$ cat src/rtl/cp0_pkg.sv
//----------------------------------------
// CP0 package
// Register map, Status and Cause field positions,
// exception vector bases and offsets
//----------------------------------------
`default_nettype none

package cp0_pkg;

    typedef logic [3:0] cp0_addr_t;

    // APB register map, other addresses read zero
    localparam cp0_addr_t CP0_STATUS = 4'h0;
    localparam cp0_addr_t CP0_CAUSE  = 4'h4;
    localparam cp0_addr_t CP0_EPC    = 4'h8;

    // Status fields
    localparam int STATUS_IE    = 0;
    localparam int STATUS_EXL   = 1;
    localparam int STATUS_IM_LO = 8;
    localparam int STATUS_IM_HI = 15;
    localparam int STATUS_BEV   = 22;

    // Cause fields
    localparam int CAUSE_EXC_LO   = 2;
    localparam int CAUSE_EXC_HI   = 6;
    localparam int CAUSE_IP_LO    = 8;
    localparam int CAUSE_IP_SW_HI = 9;   // IP[1:0] are software interrupts
    localparam int CAUSE_IP_HW_LO = 10;
    localparam int CAUSE_IP_HI    = 15;
    localparam int CAUSE_IV       = 23;

    // Host writable bits
    localparam logic [31:0] STATUS_WMASK = 32'h0040_ff03;
    localparam logic [31:0] CAUSE_WMASK  = 32'h0080_0300;

    // Exception vectors
    localparam logic [31:0] VEC_NML_BASE = 32'h8000_0000;
    localparam logic [31:0] VEC_BTS_BASE = 32'hbfc0_0200;
    localparam logic [31:0] OFS_GEN      = 32'h0000_0180;
    localparam logic [31:0] OFS_INTR     = 32'h0000_0200;

endpackage

`default_nettype wire

$ cat src/rtl/mips_pkg.sv
//----------------------------------------
// MIPS32 pipeline package
// Stage, data, address and exception code types
// Request mask bit indices, lowest is highest priority
//----------------------------------------
`default_nettype none

package mips_pkg;

    typedef logic [31:0] data_t;
    typedef logic [31:0] addr_t;

    // One bit per stage: 0 IF, 1 ID, 2 EX, 3 MEM, 4 WB
    typedef logic [4:0] stage_t;

    // Cause.ExcCode encoding
    typedef logic [4:0] exc_code_t;

    localparam exc_code_t EXC_INT  = 5'd0;
    localparam exc_code_t EXC_ADEL = 5'd4;
    localparam exc_code_t EXC_ADES = 5'd5;
    localparam exc_code_t EXC_SYS  = 5'd8;
    localparam exc_code_t EXC_BP   = 5'd9;
    localparam exc_code_t EXC_RI   = 5'd10;
    localparam exc_code_t EXC_CPU  = 5'd11;
    localparam exc_code_t EXC_OV   = 5'd12;
    localparam exc_code_t EXC_TR   = 5'd13;
    localparam exc_code_t EXC_ERET = 5'd31;  // Internal only, never written to Cause

    // Synchronous requests raised by the MEM stage
    localparam int N_REQ = 9;

    typedef logic [N_REQ-1:0] exc_req_t;

    localparam int REQ_ADEL_IF = 0;  // Instruction fetch address error
    localparam int REQ_RI      = 1;
    localparam int REQ_CPU     = 2;
    localparam int REQ_OV      = 3;
    localparam int REQ_TRAP    = 4;
    localparam int REQ_SYSC    = 5;
    localparam int REQ_BP      = 6;
    localparam int REQ_ADEL_LD = 7;  // Load address error
    localparam int REQ_ADES    = 8;

endpackage

`default_nettype wire
$ cat src/rtl/exc_unit_top.sv
//----------------------------------------
// Exception unit top level
// Decoder, pipeline control and CP0 registers
//----------------------------------------
`timescale 1ns/1ps
`default_nettype none

module exc_unit_top #(
    parameter bit BOOT_BEV = 1'b1
) (
    input  logic               clk,
    input  logic               reset,
    input  mips_pkg::stage_t   stallreq,
    input  mips_pkg::exc_req_t exc_req,
    input  logic               eret,
    input  mips_pkg::addr_t    exc_pc,
    input  logic [5:0]         int_req,
    output mips_pkg::stage_t   stall,
    output mips_pkg::stage_t   flush,
    output mips_pkg::addr_t    flush_pc,
    input  cp0_pkg::cp0_addr_t paddr,
    input  logic               psel,
    input  logic               penable,
    input  logic               pwrite,
    input  mips_pkg::data_t    pwdata,
    output mips_pkg::data_t    prdata,
    output logic               pready,
    output logic               pslverr
);

    mips_pkg::data_t     status;
    mips_pkg::data_t     cause;
    mips_pkg::data_t     epc;
    logic                exc_flag;
    mips_pkg::exc_code_t exc_type;

    exc_decode u_exc_decode (
        .int_req  (int_req),
        .exc_req  (exc_req),
        .eret     (eret),
        .status   (status),
        .cause    (cause),
        .exc_flag (exc_flag),
        .exc_type (exc_type)
    );

    pipe_control u_pipe_control (
        .stallreq (stallreq),
        .exc_flag (exc_flag),
        .exc_type (exc_type),
        .status   (status),
        .cause    (cause),
        .epc      (epc),
        .stall    (stall),
        .flush    (flush),
        .flush_pc (flush_pc)
    );

    cp0_regs #(
        .BOOT_BEV (BOOT_BEV)
    ) u_cp0_regs (
        .clk      (clk),
        .reset    (reset),
        .paddr    (paddr),
        .psel     (psel),
        .penable  (penable),
        .pwrite   (pwrite),
        .pwdata   (pwdata),
        .prdata   (prdata),
        .pready   (pready),
        .pslverr  (pslverr),
        .int_req  (int_req),
        .exc_flag (exc_flag),
        .exc_type (exc_type),
        .exc_pc   (exc_pc),
        .status   (status),
        .cause    (cause),
        .epc      (epc)
    );

endmodule

`default_nettype wire

$ cat src/rtl/cp0_regs.sv
//----------------------------------------
// Reduced CP0 register set
// Status, Cause and EPC behind an APB slave,
// updated on exception entry and ERET
//----------------------------------------
`timescale 1ns/1ps
`default_nettype none

module cp0_regs #(
    parameter bit BOOT_BEV = 1'b1
) (
    input  logic                clk,
    input  logic                reset,
    input  cp0_pkg::cp0_addr_t  paddr,
    input  logic                psel,
    input  logic                penable,
    input  logic                pwrite,
    input  mips_pkg::data_t     pwdata,
    output mips_pkg::data_t     prdata,
    output logic                pready,
    output logic                pslverr,
    input  logic [5:0]          int_req,
    input  logic                exc_flag,
    input  mips_pkg::exc_code_t exc_type,
    input  mips_pkg::addr_t     exc_pc,
    output mips_pkg::data_t     status,
    output mips_pkg::data_t     cause,
    output mips_pkg::data_t     epc
);

    logic apb_wr;
    logic exc_take;
    logic eret_take;

    // Writes land on the edge ending the access cycle
    assign apb_wr = psel && penable && pwrite;

    assign exc_take  = exc_flag && (exc_type != mips_pkg::EXC_ERET);
    assign eret_take = exc_flag && (exc_type == mips_pkg::EXC_ERET);

    // Status
    always_ff @(posedge clk) begin
        if (reset) begin
            status                      <= '0;
            status[cp0_pkg::STATUS_EXL] <= 1'b1;  // Interrupts held off at boot
            status[cp0_pkg::STATUS_BEV] <= BOOT_BEV;
        end else if (exc_take) begin
            status[cp0_pkg::STATUS_EXL] <= 1'b1;
        end else if (eret_take) begin
            status[cp0_pkg::STATUS_EXL] <= 1'b0;
        end else if (apb_wr && (paddr == cp0_pkg::CP0_STATUS)) begin
            status <= pwdata & cp0_pkg::STATUS_WMASK;
        end
    end

    // Cause
    always_ff @(posedge clk) begin
        if (reset) begin
            cause <= '0;
        end else begin
            if (exc_take) begin
                cause[cp0_pkg::CAUSE_EXC_HI:cp0_pkg::CAUSE_EXC_LO] <= exc_type;
            end else if (apb_wr && (paddr == cp0_pkg::CP0_CAUSE)) begin
                cause <= (cause & ~cp0_pkg::CAUSE_WMASK) | (pwdata & cp0_pkg::CAUSE_WMASK);
            end
            // Hardware IP bits follow the pins one cycle late
            cause[cp0_pkg::CAUSE_IP_HI:cp0_pkg::CAUSE_IP_HW_LO] <= int_req;
        end
    end

    // EPC, no delay-slot correction
    always_ff @(posedge clk) begin
        if (reset) begin
            epc <= '0;
        end else if (exc_take) begin
            epc <= exc_pc;
        end else if (apb_wr && (paddr == cp0_pkg::CP0_EPC)) begin
            epc <= pwdata;
        end
    end

    always_comb begin
        case (paddr)
            cp0_pkg::CP0_STATUS: prdata = status;
            cp0_pkg::CP0_CAUSE:  prdata = cause;
            cp0_pkg::CP0_EPC:    prdata = epc;
            default:             prdata = '0;  // Unmapped
        endcase
    end

    // Zero wait states, no error response
    assign pready  = 1'b1;
    assign pslverr = 1'b0;

endmodule

`default_nettype wire

$ cat src/rtl/pipe_control.sv
//----------------------------------------
// Pipeline stall and flush control
// Exception redirect overrides stall requests
//----------------------------------------
`timescale 1ns/1ps
`default_nettype none

module pipe_control (
    input  mips_pkg::stage_t    stallreq,
    input  logic                exc_flag,
    input  mips_pkg::exc_code_t exc_type,
    input  mips_pkg::data_t     status,
    input  mips_pkg::data_t     cause,
    input  mips_pkg::data_t     epc,
    output mips_pkg::stage_t    stall,
    output mips_pkg::stage_t    flush,
    output mips_pkg::addr_t     flush_pc
);

    logic            bev;
    logic            iv;
    mips_pkg::addr_t vec_base;
    mips_pkg::addr_t intr_ofs;

    assign bev = status[cp0_pkg::STATUS_BEV];
    assign iv  = cause[cp0_pkg::CAUSE_IV];

    // Boot vectors while BEV is set
    assign vec_base = bev ? cp0_pkg::VEC_BTS_BASE : cp0_pkg::VEC_NML_BASE;
    assign intr_ofs = iv ? cp0_pkg::OFS_INTR : cp0_pkg::OFS_GEN;

    always_comb begin
        stall    = 5'b00000;
        flush    = 5'b00000;
        flush_pc = '0;

        if (exc_flag) begin
            flush = 5'b11111;  // Whole pipe is discarded
            case (exc_type)
                mips_pkg::EXC_INT:  flush_pc = vec_base + intr_ofs;
                mips_pkg::EXC_ERET: flush_pc = epc;
                default:            flush_pc = vec_base + cp0_pkg::OFS_GEN;
            endcase
        end else begin
            // Order matters, first match wins
            casez (stallreq)
                5'b00010: begin  // ID
                    stall = 5'b00011;
                    flush = 5'b00100;
                end
                5'b001?0: begin  // EX
                    stall = 5'b00111;
                    flush = 5'b01000;
                end
                5'b00??1: begin  // IF, also wins over EX
                    stall = 5'b01111;
                    flush = 5'b10000;
                end
                5'b01???: begin  // MEM
                    stall = 5'b01111;
                    flush = 5'b10000;
                end
                5'b1????: begin
                    stall = 5'b11111;  // WB freezes everything
                    flush = 5'b00000;
                end
                default: begin
                    stall = 5'b00000;
                    flush = 5'b00000;
                end
            endcase
        end
    end

endmodule

`default_nettype wire

$ cat src/rtl/exc_decode.sv
//----------------------------------------
// Exception decoder
// Ranks masked interrupts, MEM-stage requests
// and ERET into one flag and exception code
//----------------------------------------
`timescale 1ns/1ps
`default_nettype none

module exc_decode (
    input  logic [5:0]          int_req,
    input  mips_pkg::exc_req_t  exc_req,
    input  logic                eret,
    input  mips_pkg::data_t     status,
    input  mips_pkg::data_t     cause,
    output logic                exc_flag,
    output mips_pkg::exc_code_t exc_type
);

    logic [5:0] ip_hw;
    logic [7:0] ip_pend;
    logic       int_take;

    // Live request ORed in so a rising interrupt is seen without the Cause delay
    assign ip_hw = cause[cp0_pkg::CAUSE_IP_HI:cp0_pkg::CAUSE_IP_HW_LO] | int_req;

    assign ip_pend = {ip_hw, cause[cp0_pkg::CAUSE_IP_SW_HI:cp0_pkg::CAUSE_IP_LO]}
                   & status[cp0_pkg::STATUS_IM_HI:cp0_pkg::STATUS_IM_LO];

    assign int_take = (|ip_pend) && status[cp0_pkg::STATUS_IE]
                      && !status[cp0_pkg::STATUS_EXL];

    always_comb begin
        exc_flag = 1'b1;
        exc_type = mips_pkg::EXC_INT;
        if (int_take) begin
            exc_type = mips_pkg::EXC_INT;  // Interrupts outrank everything
        end else if (exc_req[mips_pkg::REQ_ADEL_IF]) begin
            exc_type = mips_pkg::EXC_ADEL;
        end else if (exc_req[mips_pkg::REQ_RI]) begin
            exc_type = mips_pkg::EXC_RI;
        end else if (exc_req[mips_pkg::REQ_CPU]) begin
            exc_type = mips_pkg::EXC_CPU;
        end else if (exc_req[mips_pkg::REQ_OV]) begin
            exc_type = mips_pkg::EXC_OV;
        end else if (exc_req[mips_pkg::REQ_TRAP]) begin
            exc_type = mips_pkg::EXC_TR;
        end else if (exc_req[mips_pkg::REQ_SYSC]) begin
            exc_type = mips_pkg::EXC_SYS;
        end else if (exc_req[mips_pkg::REQ_BP]) begin
            exc_type = mips_pkg::EXC_BP;
        end else if (exc_req[mips_pkg::REQ_ADEL_LD]) begin
            exc_type = mips_pkg::EXC_ADEL;
        end else if (exc_req[mips_pkg::REQ_ADES]) begin
            exc_type = mips_pkg::EXC_ADES;
        end else if (eret) begin
            exc_type = mips_pkg::EXC_ERET;
        end else begin
            exc_flag = 1'b0;  // Code is don't-care here
        end
    end

endmodule

`default_nettype wire

$ cat config.mk
export PLATFORM = sky130hd
export DESIGN_NAME = exc_unit_top
export DESIGN_NICKNAME = d
export VERILOG_FILES = /design/src/rtl/cp0_pkg.sv /design/src/rtl/mips_pkg.sv /design/src/rtl/exc_unit_top.sv /design/src/rtl/cp0_regs.sv /design/src/rtl/pipe_control.sv /design/src/rtl/exc_decode.sv
export SDC_FILE = /design/constraint.sdc
export NUM_CORES = 1
export LEC_CHECK = 0
export BUFFER_PORTS_ARGS = -buffer_cell sky130_fd_sc_hd__buf_2
export CORE_MARGIN = 4
export CORE_UTILIZATION = 50
export DETAILED_ROUTE_END_ITERATION = 8
export PLACE_DENSITY = 0.87
export SYNTH_ARGS = -nofsm -noshare
export SYNTH_HDL_FRONTEND = slang
export SYNTH_SLANG_ARGS = --single-unit
export TNS_END_PERCENT = 1
$ cat constraint.sdc
create_clock -name clk -period 5.9 [get_ports clk]
set_input_delay 0.885 -clock clk [delete_from_list [all_inputs] [get_ports clk]]
set_output_delay 0.885 -clock clk [all_outputs]
set_load 0.005 [all_outputs]
==> results of run 1 <==
-- power groups by stage --
stage          logic, mW  registers [mW]  clock network (mW)
3_5_place_dp      0.0927           0.420                   0
4_1_cts           0.0934           0.412               0.384
3_3_place_gp      0.0904           0.420                   0
5_1_grt            0.104           0.414               0.405
6_report          0.0948           0.412               0.383
2_1_floorplan     0.0447           0.416                   0
-- worst max-delay path by stage --
stage                  endpoint  cells after the start  startpoint
floorplan              stall[1]                      6  exc_req[6]
global placement       stall[0]                      7  exc_req[6]
detailed placement     stall[1]                      7  exc_req[6]
CTS                    stall[1]                      7  exc_req[6]
global route        flush_pc[8]                      7  int_req[0]
finish              flush_pc[8]                      7  int_req[0]
-- through the flow --
step,total power [mW],std cells,area (um^2),hold WS [ns],util
finish,0.8900,650,4323,0.4672,0.6769
global route,0.9221,650,4323,0.4977,0.6769
CTS,0.8895,650,4323,0.4705,0.6769
detailed placement,0.5132,634,4115,0.4601,0.6444
global placement,0.5099,634,4115,0.4437,0.6444
floorplan,0.4606,432,3323,0.4316,-
-- logic make-up after synthesis --
family,Yosys count,share of synthesized area
DFF,57,0.3434
buffers and inverters,63,0.08396
and+or+nand+nor,166,0.2737
other,2,0.002260
AOI/OAI and AO/OA,142,0.2899
adders and majority gates,1,0.003764
muxes,1,0.003012
-- cells in the mapped netlist, drive strengths merged (9+ instances only) --
cell type	instances	area (um^2)
nand2	43	161.4
buf	17	106.3
inv	13	48.80
a21o	10	75.07
a311oi	32	280.3
nand4	13	81.33
nand3	36	180.2
clkbuf	33	123.9
a21oi	49	245.2
and2	36	225.2
dfxtp	57	1141
a22o	9	78.83
o21ai	22	110.1
-- area by class of cell --
cell class / instances / area, um^2 / area share
clock buffer: 14 / 172.7 / 0.03994
clock inverter: 2 / 35.03 / 0.008104
inverter: 13 / 48.80 / 0.01129
multi-input combinational: 312 / 1933 / 0.4472
sequential: 57 / 1141 / 0.2640
tap: 77 / 96.34 / 0.02229
timing repair buffer: 175 / 895.9 / 0.2072
-- state kept, by name, indices dropped and copies added, names as in the netlist --
| name | flops |
|---|---|
| u_cp0_regs.status | 11 |
| u_cp0_regs.cause | 14 |
| u_cp0_regs.epc | 32 |
-- cells in the final DEF (no fill, tap or decap), drive strengths merged, types with 2 or more instances in the layout --
master / Yosys / final
a21o: 10 / 10
a21oi: 49 / 49
a222oi: 8 / 8
a22o: 9 / 9
a22oi: 4 / 4
a311oi: 32 / 32
and2: 36 / 36
and3: 4 / 4
buf: 17 / 175
clkbuf: 33 / 14
conb: 2 / 2
dfxtp: 57 / 57
inv: 13 / 13
nand2: 43 / 43
nand3: 36 / 36
nand4: 13 / 13
nor2: 8 / 8
nor2b: 7 / 7
nor3: 8 / 8
nor4: 3 / 3
nor4b: 2 / 2
o211ai: 3 / 3
o21ai: 22 / 22
or2: 2 / 2
or3: 2 / 2
or4: 2 / 2
-- worst max-delay path, delay by kind of cell --
family,cells,cell delay [ns]
simple gates,2,0.99
compound gates,3,0.87
buf+inv,2,0.28
-- metal layers --
layer / vias up / GRT usage / part of all wire
li1: 1859 / - / -
met5: - / 0 / 0.00068
met1: 1896 / 0.3673 / 0.39
met4: 2 / 0.1191 / 0.029
met2: 271 / 0.4735 / 0.48
met3: 42 / 0.05806 / 0.10
==> impl_results.md, run 1 <==
* Syn Inst Count at 432
* Die X at 89.53 um
* CP max stage cell: nor3_4
* Core Region at 0.006386 mm^2
* Fill cells at 550
* Hold buffers post-CTS at 0
* Final WL at 11.73 mm
* DRT antenna net count at 0
* Worst EP arrival at 3.03 ns
* R2r endpoint: u_cp0_regs.epc[4]$_SDFFE_PP0P_
* Crit. End Element: primary output
* TritonCTS clock tree: yes
* Final setup TNS at 0 ns
* Starting density of the core at 0.5204
* Clock sinks at 57
* Sw frac at 0.2431
* DR WL/cell at 18.05 um
* Antenna violations before repair at 1
* Vias per cell at 6.262
* Ratio of cells with drive above 1 in the final layout at 0.3490
* Final slew viol count at 0
* Pre-CTS setup slack at 2.045 ns
* Synthesized Nets at 527
* CP max stage delay at 0.74 ns
* Count of cell types in the netlist at 40
* GPL Wtd Cong at 0.9266
* Seq/Total Area, Yosys at 0.3434
* Critical path peak fanout at 19
* Synth Flop Type: dfxtp_1
* Worst slew pin tran at 1.172 ns
* Detail Placement HPWL at 8.109 mm
* Static leakage at 1.964 nW
* Hold Path Sink: u_cp0_regs.cause[5]$_SDFFE_PP0P_
* Int Pwr at 0.6736 mW
* Post-synth EDFFs at 0
* Slew headroom at 0.2166
* Comb pwr share at 0.107
* Worst VDD drop at 124.1 uV
* Most frequent CP cell: buf_2
* Port Buffers at 167
* Die footprint at 0.008015 mm^2
* Worst Reg-to-Reg Cells at 6
* Clock Power Share at 0.430
* First-pass GRT wire length at 17.91 mm
* Post-Syn Area per Cell at 7.693 um^2
* Crit path launch type: primary input
* Synthesis Warnings at 0
* Vias in the first global route at 3,683
* H-Tree Depth at 3
* Synthesized area at 0.003323 mm^2
* Worst-Skew Late Latency at 0.33 ns
* Largest net degree at the start of global routing at 53
* R2R setup slack at 3.19 ns
* # IOs at 170
* Pwr Density at 205.9 mW/mm^2
* Worst Clk Skew at 0.01026 ns
* Worst EP required at 5.02 ns
* Crit share post-route at 0.6640
* Status: finished clean
* Initial DRC Count at 494
* Async SR Flop Fraction at 0
* Worst r2r src: u_cp0_regs.cause[10]$_SDFF_PP0_
* Layout net count at 663
* Via count at 4,070
* CTS buffer count at 9
* Min Tclk post-route at 3.918 ns
* Worst hold path class: flip-flop to flip-flop
* # rows at 29
* N_diodes at 0
* GR Util All Layers at 0.2879
* Fmax at 0.2552 GHz
* Hold path depth at 2
* Die Ht at 89.53 um
* PnR worst setup slack at 1.982 ns
* Flop pwr share at 0.463
* Clock Pin Slew Worst Setup and Hold Paths at 0.06 ns
* Post-CTS setup buffers at 0
* Clk buf depth at 2
* Sw power at 0.2163 mW
* Post-synthesis register bit count at 57
* Pre-Repair DR Iteration Count at 8
* RSZ-0062 raised after global routing: false
* Final Setup Violations at 0
* PostCTS Resize Cnt at 0
* # DRC at 0
* Worst hold path startpoint: u_cp0_regs.cause[5]$_SDFFE_PP0P_
* Reported max-cap violation count at 0
* Area grow syn2layout at 30.08%
* Critical path cell sequence: buf_2 > o21ai_0 > nand4_1 > o21a_1 > nor3_4 > a22oi_1 > buf_2
* Final Hold Viols at 0
* Clock Tree Root: clkbuf_8
* Crit Path Category: primary input to primary output
* Global route overflow at 0
Power figures use the tool's default switching activity.
==> inputs of run 2 (changes only) <==
ABC_AREA = 1   (was not set)
CORE_UTILIZATION = 48   (was 50)
PLACE_DENSITY = 0.81   (was 0.87)
clock period = 4.04 ns   (was 5.9 ns; I/O delays follow)
==> impl_results.md, run 2 <==
* Status: finished clean (unchanged)
* DP Area at 0.004700 mm^2 (was 0.004115 mm^2)
* RSZ-0062 raised after global routing: false (unchanged)
* Area grow syn2layout at 23.80% (was 30.08%)
* Seq/Total Area, Yosys at 0.2905 (was 0.3434)
* Worst Reg-to-Reg Cells at 11 (was 6)
* Fmax at 0.3197 GHz
* Antenna violations before repair at 0 (was 1)
* # IOs at 170 (unchanged)
* TritonCTS clock tree: yes (unchanged)
* CTS buffer count at 9 (unchanged)
* Largest net degree at the start of global routing at 45 (was 53)
* N_diodes at 0 (unchanged)
* Crit path launch type: primary input (unchanged)
* Post-synth EDFFs at 0 (unchanged)
* Post-synth top area cell: dfxtp_1 (unchanged)
* Pre-Repair DR Iteration Count at 5 (was 8)
* Worst Hold Slack at 0.4523 ns (was 0.4672 ns)
* Final Setup Violations at 0 (unchanged)
* Largest cells by area after synthesis: dfxtp_1 29%, nand2_1 15%, nor2_1 9.4%, nand3_1 8.3%, inv_1 8.1% (was dfxtp_1 34%, a311oi_1 8.4%, a21oi_1 7.4%, and2_1 6.8%, nand3_1 5.4%)
* Critical path peak fanout at 41 (was 19)
* Worst-Skew Late Latency at 0.33 ns (about the same)
* Most frequent cells after synthesis: 152 x nand2_1, 98 x nor2_1, 85 x inv_1, 65 x nand3_1, 57 x dfxtp_1 (was 57 x dfxtp_1, 49 x a21oi_1, 43 x nand2_1, 36 x and2_1, 36 x nand3_1)
* Slew headroom at 0.2674 (was 0.2166)
* DR WL/cell at 14.23 um (was 18.05 um)
* Top Registers: u_cp0_regs.epc (32), u_cp0_regs.cause (14), u_cp0_regs.status (11) (unchanged)
* Synth Flop Type: dfxtp_1 (unchanged)
* Seq. cell area at 0.001141 mm^2 (unchanged)
* Multi-input logic area at 0.002201 mm^2 (was 0.001933 mm^2)
* Worst EP required at 3.43 ns (was 5.02 ns)
* Global route overflow at 0 (unchanged)
* Pwr Density at 252.9 mW/mm^2 (was 205.9 mW/mm^2)
* Crit share post-route at 0.7742
* Clock Pin Slew Worst Setup and Hold Paths at 0.06 ns (about the same)
* Final setup TNS at 0 ns (unchanged)
* Clock Tree Root: clkbuf_8 (unchanged)
* Die X at 98.46 um (was 89.53 um)
* DRT antenna net count at 0 (unchanged)
* Clock sinks at 57 (unchanged)
* Crit. End Element: primary output (unchanged)
* Most common cell after layout, fill and taps aside: buf_2 (unchanged)
* Syn Inst Count at 649 (was 432)
* Worst hold path class: flip-flop to flip-flop (unchanged)
* Synthesis Warnings at 0 (unchanged)
* Final slew viol count at 0 (unchanged)
* Count of cell types in the netlist at 31 (was 40)
* Core Region at 0.007848 mm^2 (was 0.006386 mm^2)
* Post-synthesis register bit count at 57 (unchanged)
* Hold path depth at 2 (unchanged)
* Worst EP arrival at 2.52 ns (was 3.03 ns)
* Initial DRC Count at 339 (was 494)
* Count leader, synth: nand2_1 (was dfxtp_1)
* GR Util All Layers at 0.2539 (was 0.2879)
* Crit Path Category: primary input to primary output (unchanged)
* Post-Syn Area per Cell at 6.052 um^2 (was 7.693 um^2)
* PostCTS Resize Cnt at 0 (unchanged)
* Biggest register: u_cp0_regs.epc (unchanged)
* Post-CTS setup buffers at 0 (unchanged)
* Die footprint at 0.009693 mm^2 (was 0.008015 mm^2)
* Port Buffers at 167 (unchanged)
* First-pass GRT wire length at 20.53 mm (was 17.91 mm)
* Starting density of the core at 0.5005 (was 0.5204)
* Final Cell Area at 0.004862 mm^2 (was 0.004323 mm^2)
* Worst VDD drop at 149.5 uV (was 124.1 uV)
* Most frequent cells in the layout: 167 x buf_2, 152 x nand2_1, 97 x nor2_1 (was 167 x buf_2, 57 x dfxtp_1, 49 x a21oi_1)
* Final WL at 12.72 mm (was 11.73 mm)
* Synthesized area at 0.003928 mm^2 (was 0.003323 mm^2)
* GPL Wtd Cong at 0.9480 (was 0.9266)
* Final Hold Viols at 0 (unchanged)
* Fill cells at 796 (was 550)
* # rows at 32 (was 29)
* Async SR Flop Fraction at 0 (unchanged)
* Clk buf depth at 2 (unchanged)
* Pwr Total at 1.230 mW (was 0.8900 mW)
* R2R setup slack at 1.32 ns (was 3.19 ns)
* Synth top area share at 0.2905 (was 0.3434)
* Synthesized Nets at 744 (was 527)
* # DRC at 0 (unchanged)
* Static leakage at 2.596 nW (was 1.964 nW)
* Reported max-cap violation count at 0 (unchanged)
* Die Ht at 98.46 um (was 89.53 um)
* H-Tree Depth at 3 (unchanged)
* Vias per cell at 5.279 (was 6.262)
* Worst Clk Skew at 0.005581 ns (was 0.01026 ns)
* Worst slew pin tran at 1.098 ns (was 1.172 ns)
* Min Tclk post-route at 3.128 ns
* Hold buffers post-CTS at 0 (unchanged)
* Detail Placement HPWL at 9.205 mm (was 8.109 mm)
* Number of flip-flops in the largest register at 32 (unchanged)
* Via count at 4,719 (was 4,070)
* Vias in the first global route at 4,314 (was 3,683)
* Layout net count at 884 (was 663)
* Ratio of cells with drive above 1 in the final layout at 0.2664 (was 0.3490)
run 2: changes by cell type after synthesis, moves of 7 or more:
cell / delta
inv_1: +72
nor2_1: +90
nor2b_1: -7
a21o_1: -10
nand2_1: +109
nand4_1: -12
a311oi_1: -32
nand3_1: +29
and2_1: -36
o211ai_1: +36
a22o_1: -9
a222oi_1: -8
o21ai_1: +12
clkbuf_1: -15
run 2: critical path, cell delays in order:
cell and delay [ns]:
buf_2 0.11, o21ai_1 0.12, nand2_1 0.08, nor2_1 0.11, nand2_2 0.10, nand2_4 0.37
nand2_1 0.42, nand2_1 0.37, nor2_1 0.09, buf_2 0.13
run 2: final timing paths:
path                                                         end                        startpoint
worst max-delay path                                 flush_pc[9]                        int_req[5]
worst min-delay path            u_cp0_regs.cause[6]$_SDFFE_PP0P_  u_cp0_regs.cause[6]$_SDFFE_PP0P_
worst max register to register   u_cp0_regs.epc[10]$_SDFFE_PP0P_  u_cp0_regs.cause[8]$_SDFFE_PP0P_
worst min register to register  u_cp0_regs.cause[6]$_SDFFE_PP0P_  u_cp0_regs.cause[6]$_SDFFE_PP0P_
run 2: metrics by stage:
| step | util | setup WS [ns] | instances |
|---|---|---|---|
| after global placement | 0.5989 | 1.014 | 880 |
| after detailed placement | 0.5989 | 0.9188 | 880 |
| after global routing | 0.6196 | 0.7272 | 894 |
| final | 0.6196 | 0.9120 | 894 |
| after floorplan | - | 1.742 | 649 |
| after CTS | 0.6196 | 0.9224 | 894 |
run 2: logic make-up (layout without fill, tap and decap cells):
logic type | after synthesis | in the layout | synth area share
other | 2 | 2 | 0.001912
AND/OR/NAND/NOR | 335 | 335 | 0.3702
buffers and inverters | 135 | 278 | 0.1497
adder cells (fa/ha/maj) | 1 | 1 | 0.003185
flip-flops | 57 | 57 | 0.2905
AO/OA/AOI/OAI | 119 | 119 | 0.1845
run 2: final cells by class:
class,instances,share of cell area
tap,102,0.02625
timing repair buffer,175,0.1843
sequential,57,0.2347
multi-input combinational,457,0.4527
inverter,89,0.06871
clock buffer,14,0.03345
run 2: report_power, final:
part | switching, mW | internal, mW
Combinational | 0.0998 | 0.0725
Sequential | 0.0161 | 0.585
Clock | 0.206 | 0.250
Total | 0.322 | 0.908
run 2: per-layer routing:
metal  vias up  part of all wire  track usage
li1       2340                 -            -
met1      2118              0.42       0.3438
met2       237              0.46       0.4067
met3        24             0.090      0.04742
met4         0             0.022      0.08718
met5         -                 0            0
